==> src/jvm_pkg.sv <==
`default_nettype none

package jvm_pkg;

    typedef logic [31:0]        word_t;     // stack and ALU data word
    typedef logic [7:0]         opcode_t;
    typedef logic signed [15:0] offset_t;   // pc offset reported per instruction
    typedef logic [3:0]         alu_op_t;
    typedef logic [2:0]         cmp_kind_t;

    // ALU operation selects
    localparam alu_op_t ALU_ADD = 4'd0;
    localparam alu_op_t ALU_SUB = 4'd1;
    localparam alu_op_t ALU_MUL = 4'd2;
    localparam alu_op_t ALU_AND = 4'd3;
    localparam alu_op_t ALU_OR  = 4'd4;
    localparam alu_op_t ALU_XOR = 4'd5;

    // compare relations, same order as ifeq..ifle
    localparam cmp_kind_t CMP_EQ = 3'd0;
    localparam cmp_kind_t CMP_NE = 3'd1;
    localparam cmp_kind_t CMP_LT = 3'd2;
    localparam cmp_kind_t CMP_GE = 3'd3;
    localparam cmp_kind_t CMP_GT = 3'd4;
    localparam cmp_kind_t CMP_LE = 3'd5;

    // supported opcodes, ranges are anchored on their first member
    localparam opcode_t OP_NOP       = 8'h00;
    localparam opcode_t OP_ICONST_M1 = 8'h02; // up to iconst_5 at 0x08
    localparam opcode_t OP_BIPUSH    = 8'h10;
    localparam opcode_t OP_SIPUSH    = 8'h11;
    localparam opcode_t OP_IADD      = 8'h60;
    localparam opcode_t OP_ISUB      = 8'h64;
    localparam opcode_t OP_IMUL      = 8'h68;
    localparam opcode_t OP_IAND      = 8'h7e;
    localparam opcode_t OP_IOR       = 8'h80;
    localparam opcode_t OP_IXOR      = 8'h82;
    localparam opcode_t OP_IFEQ      = 8'h99; // up to ifle at 0x9e
    localparam opcode_t OP_IF_ICMPEQ = 8'h9f; // up to if_icmple at 0xa4
    localparam opcode_t OP_GOTO      = 8'ha7;

    typedef struct packed {
        opcode_t    opcode;
        logic [7:0] arg1;   // high byte of a short or branch offset
        logic [7:0] arg2;
    } instr_t;

    typedef struct packed {
        logic       is_alu;
        alu_op_t    alu_op;
        logic       is_cmp;
        cmp_kind_t  cmp_kind;
        logic       cmp_two;     // compare against a popped value, not zero
        logic       is_const;
        word_t      const_val;
        logic       is_arg_push; // bipush / sipush
        logic       is_goto;
        logic [1:0] argc;        // argument bytes following the opcode
        logic [1:0] pop_count;
        logic       writes_back;
    } decode_t;

    typedef struct packed {
        logic  push; // 0 = pop
        word_t data;
    } stack_req_t;

endpackage

`default_nettype wire

==> src/bytecode_decoder.sv <==
`timescale 1ns/1ps
`default_nettype none

module bytecode_decoder import jvm_pkg::*; (
    input  opcode_t opcode,
    output decode_t dec
);

    always_comb begin
        dec = '0; // anything unlisted falls through as nop

        if (opcode inside {[OP_ICONST_M1 : OP_ICONST_M1 + 8'd6]}) begin
            // iconst_m1 maps to -1, iconst_5 to 5
            dec.is_const    = 1'b1;
            dec.const_val   = word_t'(opcode - OP_ICONST_M1) - 32'd1;
            dec.writes_back = 1'b1;
        end else if (opcode inside {[OP_IFEQ : OP_IFEQ + 8'd5]}) begin
            dec.is_cmp    = 1'b1;
            dec.cmp_kind  = cmp_kind_t'(opcode - OP_IFEQ);
            dec.argc      = 2'd2;
            dec.pop_count = 2'd1; // compared against zero
        end else if (opcode inside {[OP_IF_ICMPEQ : OP_IF_ICMPEQ + 8'd5]}) begin
            dec.is_cmp    = 1'b1;
            dec.cmp_kind  = cmp_kind_t'(opcode - OP_IF_ICMPEQ);
            dec.cmp_two   = 1'b1;
            dec.argc      = 2'd2;
            dec.pop_count = 2'd2;
        end else begin
            case (opcode)
                OP_NOP: begin
                    dec.argc = 2'd0;
                end
                OP_BIPUSH: begin
                    dec.is_arg_push = 1'b1;
                    dec.argc        = 2'd1;
                    dec.writes_back = 1'b1;
                end
                OP_SIPUSH: begin
                    dec.is_arg_push = 1'b1;
                    dec.argc        = 2'd2;
                    dec.writes_back = 1'b1;
                end
                OP_IADD, OP_ISUB, OP_IMUL, OP_IAND, OP_IOR, OP_IXOR: begin
                    dec.is_alu      = 1'b1;
                    dec.pop_count   = 2'd2;
                    dec.writes_back = 1'b1;
                    case (opcode)
                        OP_IADD: dec.alu_op = ALU_ADD;
                        OP_ISUB: dec.alu_op = ALU_SUB;
                        OP_IMUL: dec.alu_op = ALU_MUL;
                        OP_IAND: dec.alu_op = ALU_AND;
                        OP_IOR:  dec.alu_op = ALU_OR;
                        default: dec.alu_op = ALU_XOR;
                    endcase
                end
                OP_GOTO: begin
                    dec.is_goto = 1'b1;
                    dec.argc    = 2'd2; // branchbyte1, branchbyte2
                end
                default: begin
                    dec = '0;
                end
            endcase
        end
    end

endmodule

`default_nettype wire

==> src/int_alu.sv <==
`timescale 1ns/1ps
`default_nettype none

module int_alu import jvm_pkg::*; (
    input  word_t   operand_a,
    input  word_t   operand_b,
    input  alu_op_t alu_op,
    output word_t   result
);

    always_comb begin
        case (alu_op)
            ALU_ADD: begin
                result = operand_a + operand_b;
            end
            ALU_SUB: begin
                result = operand_a - operand_b; // a was pushed first
            end
            ALU_MUL: begin
                result = operand_a * operand_b; // only the low word goes back on the stack
            end
            ALU_AND: begin
                result = operand_a & operand_b;
            end
            ALU_OR: begin
                result = operand_a | operand_b;
            end
            ALU_XOR: begin
                result = operand_a ^ operand_b;
            end
            default: begin
                result = '0;
            end
        endcase
    end

endmodule

`default_nettype wire

==> src/operand_stack.sv <==
`timescale 1ns/1ps
`default_nettype none

module operand_stack import jvm_pkg::*; #(
    parameter int STACK_DEPTH = 16
) (
    input  logic                         clk,
    input  logic                         reset,
    input  logic                         req,
    input  stack_req_t                   req_data,
    output logic                         ack,
    output word_t                        rdata,
    output word_t                        tos,
    output logic [$clog2(STACK_DEPTH):0] depth,
    output logic                         fault
);

    localparam int PTR_W = $clog2(STACK_DEPTH);

    word_t            mem [STACK_DEPTH];
    logic [PTR_W:0]   sp;       // number of valid entries
    logic [PTR_W-1:0] top_idx;  // slot holding the top entry
    logic             full;
    logic             empty;

    assign top_idx = sp[PTR_W-1:0] - 1'b1; // wraps to the last slot when full
    assign full    = (sp == (PTR_W+1)'(STACK_DEPTH));
    assign empty   = (sp == '0);
    assign depth   = sp;
    assign tos     = empty ? '0 : mem[top_idx];

    always_ff @(posedge clk) begin
        if (reset) begin
            sp    <= '0;
            ack   <= 1'b0;
            fault <= 1'b0;
        end else begin
            ack <= req; // every request answered next cycle
            if (req) begin
                if (req_data.push) begin
                    if (full) begin
                        fault <= 1'b1; // overflow, push dropped
                    end else begin
                        sp <= sp + 1'b1;
                    end
                end else begin
                    if (empty) begin
                        fault <= 1'b1; // underflow
                    end else begin
                        sp <= sp - 1'b1;
                    end
                end
            end
        end
    end

    // storage and read data
    always_ff @(posedge clk) begin
        if (req && req_data.push && !full) begin
            mem[sp[PTR_W-1:0]] <= req_data.data;
        end
        if (req && !req_data.push) begin
            rdata <= empty ? '0 : mem[top_idx];
        end
    end

    // requester must wait for the acknowledge before the next request
    a_no_req_during_ack: assert property (
        @(posedge clk) disable iff (reset) ack |-> !req
    );

endmodule

`default_nettype wire

==> src/exec_control.sv <==
`timescale 1ns/1ps
`default_nettype none

module exec_control import jvm_pkg::*; (
    input  logic       clk,
    input  logic       reset,
    input  logic       instr_valid,
    input  instr_t     instr,
    output opcode_t    opcode,
    input  decode_t    dec,
    output word_t      operand_a,
    output word_t      operand_b,
    output alu_op_t    alu_op,
    input  word_t      alu_result,
    output logic       stack_req,
    output stack_req_t stack_req_data,
    input  logic       stack_ack,
    input  word_t      stack_rdata,
    output logic       op_done,
    output offset_t    pc_offset
);

    typedef enum logic [2:0] {
        IDLE,
        DECODE,
        POP,
        COMPARE,
        EXEC,
        PUSH,
        DONE
    } state_t;

    state_t     state;
    instr_t     instr_q;
    logic [1:0] pops_left;
    logic       jump;       // branch taken, goto or compare result
    word_t      wb_word;
    word_t      cmp_rhs;
    logic       cmp_true;

    assign opcode  = instr_q.opcode;
    assign alu_op  = dec.alu_op;
    assign op_done = (state == DONE);

    // single operand compares test against zero
    assign cmp_rhs = dec.cmp_two ? operand_b : '0;

    always_comb begin
        case (dec.cmp_kind)
            CMP_EQ:  cmp_true = (operand_a == cmp_rhs);
            CMP_NE:  cmp_true = (operand_a != cmp_rhs);
            CMP_LT:  cmp_true = ($signed(operand_a) <  $signed(cmp_rhs));
            CMP_GE:  cmp_true = ($signed(operand_a) >= $signed(cmp_rhs));
            CMP_GT:  cmp_true = ($signed(operand_a) >  $signed(cmp_rhs));
            CMP_LE:  cmp_true = ($signed(operand_a) <= $signed(cmp_rhs));
            default: cmp_true = 1'b0;
        endcase
    end

    // value pushed back by constant, literal and ALU instructions
    always_comb begin
        if (dec.is_const) begin
            wb_word = dec.const_val;
        end else if (dec.is_arg_push && dec.argc == 2'd1) begin
            wb_word = {{24{instr_q.arg1[7]}}, instr_q.arg1};
        end else if (dec.is_arg_push) begin
            wb_word = {{16{instr_q.arg1[7]}}, instr_q.arg1, instr_q.arg2};
        end else if (dec.is_alu) begin
            wb_word = alu_result;
        end else begin
            wb_word = '0;
        end
    end

    always_ff @(posedge clk) begin
        if (reset) begin
            state     <= IDLE;
            stack_req <= 1'b0;
            pops_left <= '0;
            jump      <= 1'b0;
            pc_offset <= '0;
        end else begin
            stack_req <= 1'b0; // strobe, one cycle per request
            case (state)
                IDLE: begin
                    if (instr_valid) begin
                        state <= DECODE;
                    end
                end
                DECODE: begin
                    jump      <= dec.is_goto;
                    pops_left <= dec.pop_count;
                    if (dec.pop_count != 2'd0) begin
                        stack_req <= 1'b1;
                        state     <= POP;
                    end else begin
                        state <= EXEC;
                    end
                end
                POP: begin
                    if (stack_ack) begin
                        pops_left <= pops_left - 1'b1;
                        if (pops_left == 2'd1) begin
                            state <= dec.is_cmp ? COMPARE : EXEC;
                        end else begin
                            stack_req <= 1'b1; // fetch operand_a next
                        end
                    end
                end
                COMPARE: begin
                    jump  <= cmp_true;
                    state <= EXEC;
                end
                EXEC: begin
                    if (jump) begin
                        pc_offset <= offset_t'({instr_q.arg1, instr_q.arg2});
                    end else begin
                        pc_offset <= offset_t'({14'd0, dec.argc}) + 16'sd1;
                    end
                    if (dec.writes_back) begin
                        stack_req <= 1'b1;
                        state     <= PUSH;
                    end else begin
                        state <= DONE;
                    end
                end
                PUSH: begin
                    if (stack_ack) begin
                        state <= DONE;
                    end
                end
                DONE: begin
                    state <= IDLE;
                end
                default: begin
                    state <= IDLE;
                end
            endcase
        end
    end

    // instruction latch, operands and request payload
    always_ff @(posedge clk) begin
        if (state == IDLE && instr_valid) begin
            instr_q <= instr;
        end
        if (state == DECODE) begin
            operand_a <= '0;
            operand_b <= '0;
            stack_req_data <= '{push: 1'b0, data: '0};
        end
        if (state == POP && stack_ack) begin
            if (pops_left == 2'd2) begin
                operand_b <= stack_rdata; // first pop is the top entry
            end else begin
                operand_a <= stack_rdata;
            end
        end
        if (state == EXEC) begin
            stack_req_data <= '{push: 1'b1, data: wb_word};
        end
    end

    // driver must hold off until op_done has been seen
    a_valid_only_idle: assert property (
        @(posedge clk) disable iff (reset) instr_valid |-> state == IDLE
    );

    // the stack answers every request on the following cycle
    a_ack_after_req: assert property (
        @(posedge clk) disable iff (reset) stack_req |=> stack_ack
    );

endmodule

`default_nettype wire

==> src/jvm_core.sv <==
`timescale 1ns/1ps
`default_nettype none

module jvm_core import jvm_pkg::*; #(
    parameter int STACK_DEPTH = 16
) (
    input  logic                         clk,
    input  logic                         reset,
    input  logic                         instr_valid,
    input  instr_t                       instr,
    output logic                         op_done,
    output offset_t                      pc_offset,
    output word_t                        tos,
    output logic [$clog2(STACK_DEPTH):0] depth,
    output logic                         stack_fault
);

    opcode_t    opcode;
    decode_t    dec;
    word_t      operand_a;
    word_t      operand_b;
    alu_op_t    alu_op;
    word_t      alu_result;
    logic       stack_req;
    stack_req_t stack_req_data;
    logic       stack_ack;
    word_t      stack_rdata;

    exec_control u_control (
        .clk            (clk),
        .reset          (reset),
        .instr_valid    (instr_valid),
        .instr          (instr),
        .opcode         (opcode),
        .dec            (dec),
        .operand_a      (operand_a),
        .operand_b      (operand_b),
        .alu_op         (alu_op),
        .alu_result     (alu_result),
        .stack_req      (stack_req),
        .stack_req_data (stack_req_data),
        .stack_ack      (stack_ack),
        .stack_rdata    (stack_rdata),
        .op_done        (op_done),
        .pc_offset      (pc_offset)
    );

    bytecode_decoder u_decoder (
        .opcode (opcode),
        .dec    (dec)
    );

    int_alu u_alu (
        .operand_a (operand_a),
        .operand_b (operand_b),
        .alu_op    (alu_op),
        .result    (alu_result)
    );

    operand_stack #(
        .STACK_DEPTH (STACK_DEPTH)
    ) u_stack (
        .clk      (clk),
        .reset    (reset),
        .req      (stack_req),
        .req_data (stack_req_data),
        .ack      (stack_ack),
        .rdata    (stack_rdata),
        .tos      (tos),
        .depth    (depth),
        .fault    (stack_fault)
    );

endmodule

`default_nettype wire

==> config.mk <==
export PLATFORM = sky130hd
export DESIGN_NAME = jvm_core
export DESIGN_NICKNAME = d
export VERILOG_FILES = /design/src/jvm_pkg.sv /design/src/bytecode_decoder.sv /design/src/int_alu.sv /design/src/operand_stack.sv /design/src/exec_control.sv /design/src/jvm_core.sv
export SDC_FILE = /design/constraint.sdc
export NUM_CORES = 2
export LEC_CHECK = 0
export BUFFER_PORTS_ARGS = -buffer_cell sky130_fd_sc_hd__buf_2
export CORE_ASPECT_RATIO = 1.5
export CORE_MARGIN = 1
export CORE_UTILIZATION = 50
export CTS_BUF_LIST = sky130_fd_sc_hd__clkbuf_4 sky130_fd_sc_hd__clkbuf_8 sky130_fd_sc_hd__clkbuf_16
export DETAILED_ROUTE_END_ITERATION = 16
export PLACE_DENSITY = 0.65
export SYNTH_ARGS = -nofsm -noshare
export SYNTH_HDL_FRONTEND = slang
export SYNTH_HIERARCHICAL = 1
export SYNTH_SLANG_ARGS = --single-unit
==> constraint.sdc <==
create_clock -name clk -period 11.2 [get_ports clk]
set_clock_uncertainty 0.2 [all_clocks]
set_input_delay 3.36 -clock clk [delete_from_list [all_inputs] [get_ports clk]]
set_output_delay 3.36 -clock clk [all_outputs]
set_load 0.005 [all_outputs]
==> reports/qor.yml <==
status: "completed"
row_count: 138
seqPwrFrac_pct: 54.8
cp-start-kind: "register"
post_drt_wl_per_cell_microns: 26.9
worst_slack_ns: 1.93
critPathArrivalTime_ns: 9.50
synth_edf_count: 600
rsz0062_at_grt: "no"
yosysTopAreaCell: "edfxtp_1"
cellInternalPower_mw: 4.65
cts-root-buf: "clkbuf_16"
ctsHoldBuffers: 0
cts_tree: "built"
layout_commonest_cell: "edfxtp_1"
initial_core_util_pct: 50.5
dp_hpwl_microns: 102000
critPathKind: "register to register"
pwr-share-clk_pct: 34.8
antenna_found_initial: 1
syn_nets: 4858
syn-cell-area_sq_um: 47700
die_w_microns: 254
relSlewSlack_pct: 13.6
drv_cap: 0
yosysSeqAreaShare_pct: 41.8
critPathMaxFanout: 15
cp.required_ns: 11.43
drive_gt1_share_pct: 11.4
avgSynthCellArea_sq_um: 11.5
rr_startpoint: "u_control/operand_a[8]"
report.final.slew_viol_count: 0
combPwrFrac_pct: 10.4
finalCritPeriodShare_pct: 82.8
gp_congestion: 1.03
swShare_pct: 26.7
die_h_microns: 380
core-area_sq_um: 94400
fin_cells: 5436
drc: 0
dpl_cell_area_sq_um: 49300
min_path_type: "register to register"
vdd_drop_max_mv: 0.164
crit_path_end_kind: "register"
worstMarginPinSlew_ns: 1.29
p_leak_nw: 19.5
synthArstFlopShare_pct: 0
initialDrtViolationCount: 3124
grt-ovfl-total: 0
yosysTopAreaCellShare_pct: 37.8
power.switching_mw: 1.70
fill_cells: 8128
max_freq_mhz: 108
grt_max_degree: 111
totalNegativeSetupSlack_ns: 0
yosys_warnings: 6
nets: 4837
portBuffers: 81
grtUsageTotal_pct: 30.8
clock_sinks: 695
num_vias: 32800
wl_microns: 146000
grt_pass1_vias: 33800
pwr_density_cell_nw_per_um2: 124
cts_post_setup_buffers_inserted: 0
hold_depth: 2
ys_top_cells_by_area: "edfxtp_1 (38%), fa_1 (17%), ha_1 (7.1%)"
fin_area_sq_um: 51400
fin_crit_ns: 9.27
grt_pass1_wl_microns: 216000
path_clk_slew_ns: 0.07
cts.path.max_buffers: 3
ant_nets: 0
dr.pass1.iters: 9
ff2ff_path_depth: 23
htree_levels: 2
placedCellCount: 5330
post_cts_resized: 0
timing.final.hold_violations: 0
cts_buffers: 57
startpoint: "u_control/operand_a[8]"
worstHoldStart: "u_control/pc_offset[8]"
ys.flop_type: "edfxtp_1"
io-pin-count: 82
ys_ff_latch: 695
insertion_delay_ns: 0.63
syn_to_final_growth_pct: 7.74
synthCells: 4150
mostFrequentLayoutCells: "edfxtp_1 (600), nand2_1 (558), inv_1 (490)"
finalSetupViolCount: 0
vias_per_cell: 6.03
place_ws_ns: 2.11
synthDistinctLibCells: 98
dieArea_sq_um: 96600
-- cells in the mapped netlist (all sizes together), types with 15 or more instances --
cell	instances
a32oi	31
xnor2	116
nand3	44
a31oi	19
mux4	128
o21ai	127
nand2	560
buf	108
nor2	449
inv	497
edfxtp	600
a21oi	118
mux2i	15
a221oi	42
or3	15
nand2b	24
xor2	26
a22oi	51
o221ai	19
clkbuf	141
ha	271
fa	410
a21o	19
nor3	25
dfxtp	95
-- power by group through the flow --
| stage | clock network (mW) | logic, mW | registers, mW |
|---|---|---|---|
| 3_3_place_gp | 0 | 0.645 | 3.53 |
| 2_1_floorplan | 0 | 0.479 | 3.38 |
| 4_1_cts | 2.25 | 0.649 | 3.48 |
| 6_report | 2.21 | 0.660 | 3.48 |
| 5_1_grt | 2.32 | 0.699 | 3.52 |
| 3_5_place_dp | 0 | 0.646 | 3.53 |
-- metal layers --
layer / wire length [microns] / GRT usage, % / vias to the layer above
met5: 0 / 0 / -
met4: 11200 / 19.6 / 0
met3: 9370 / 3.48 / 510
met2: 74200 / 53.7 / 1495
met1: 51600 / 35.8 / 16700
li1: - / - / 14100
-- sequential cells by signal (all words and copies together), names as in the netlist, 2 cells and up --
register	count
u_control/stack_req_data	33
u_control/pops_left	2
u_control/pc_offset	16
u_control/operand_a	32
u_stack/depth	5
u_stack/rdata	32
u_control/opcode	8
u_control/operand_b	32
u_control/instr_q	16
u_stack/mem	512
u_control/state	3
-- through the flow --
stage	hold WS [ns]	power, mW	util, %
6_report	0.252	6.35	54.4
5_1_grt	0.263	6.53	54.4
4_1_cts	0.254	6.38	54.4
3_5_place_dp	0.243	4.18	52.2
3_3_place_gp	0.238	4.18	52.2
2_1_floorplan	0.235	3.86	-
-- kinds of logic after synthesis --
logic type / count (synthesis) / synth area share (%)
and+or+nand+nor: 1195 / 10.6
buffers and inverters: 759 / 6.60
DFF: 695 / 41.8
adders and majority gates: 681 / 24.3
AOI/OAI and AO/OA: 527 / 7.50
muxes: 150 / 6.57
xor gates and xnor gates: 142 / 2.64
other: 1 / 0.00787
-- final timing paths --
path,end,slack (ns)
setup / recovery,u_control/stack_req_data[28],1.93
hold / removal,u_control/pc_offset[8],0.25
setup reg to reg,u_control/stack_req_data[28],1.93
hold reg to reg,u_control/pc_offset[8],0.25
-- worst max-delay path, stage by stage, from the launching register on --
cell and delay, ns:
dfxtp_1 1.06, inv_1 0.70, nor2_1 0.33, fa_1 0.47
fa_1 0.52, inv_1 0.05, fa_1 0.47, inv_1 0.06
fa_1 0.42, fa_1 0.48, fa_1 0.59, fa_1 0.45
fa_1 0.45, ha_1 0.40, and3_1 0.24, a221oi_1 0.42
o21ai_0 0.20, o41a_1 0.43, nand4_1 0.10, nand4b_1 0.27
xnor2_1 0.22, o221ai_1 0.17, nand2_1 0.07, a221oi_1 0.28
-- final cells by class --
class                   instances  area, sq um  share of cell area (%)
inverters                     510         1910                    3.73
flip-flops and latches        695        19900                    38.8
diodes                          2         5.00                 0.00974
repair buffers                169         1080                    2.10
multi-input cells            2696        24800                    48.3
well taps                    1260         1580                    3.07
clock buffers                  65         1510                    2.94
clock inverters                39          552                    1.07
No activity file was read; power rests on OpenSTA's default activity.
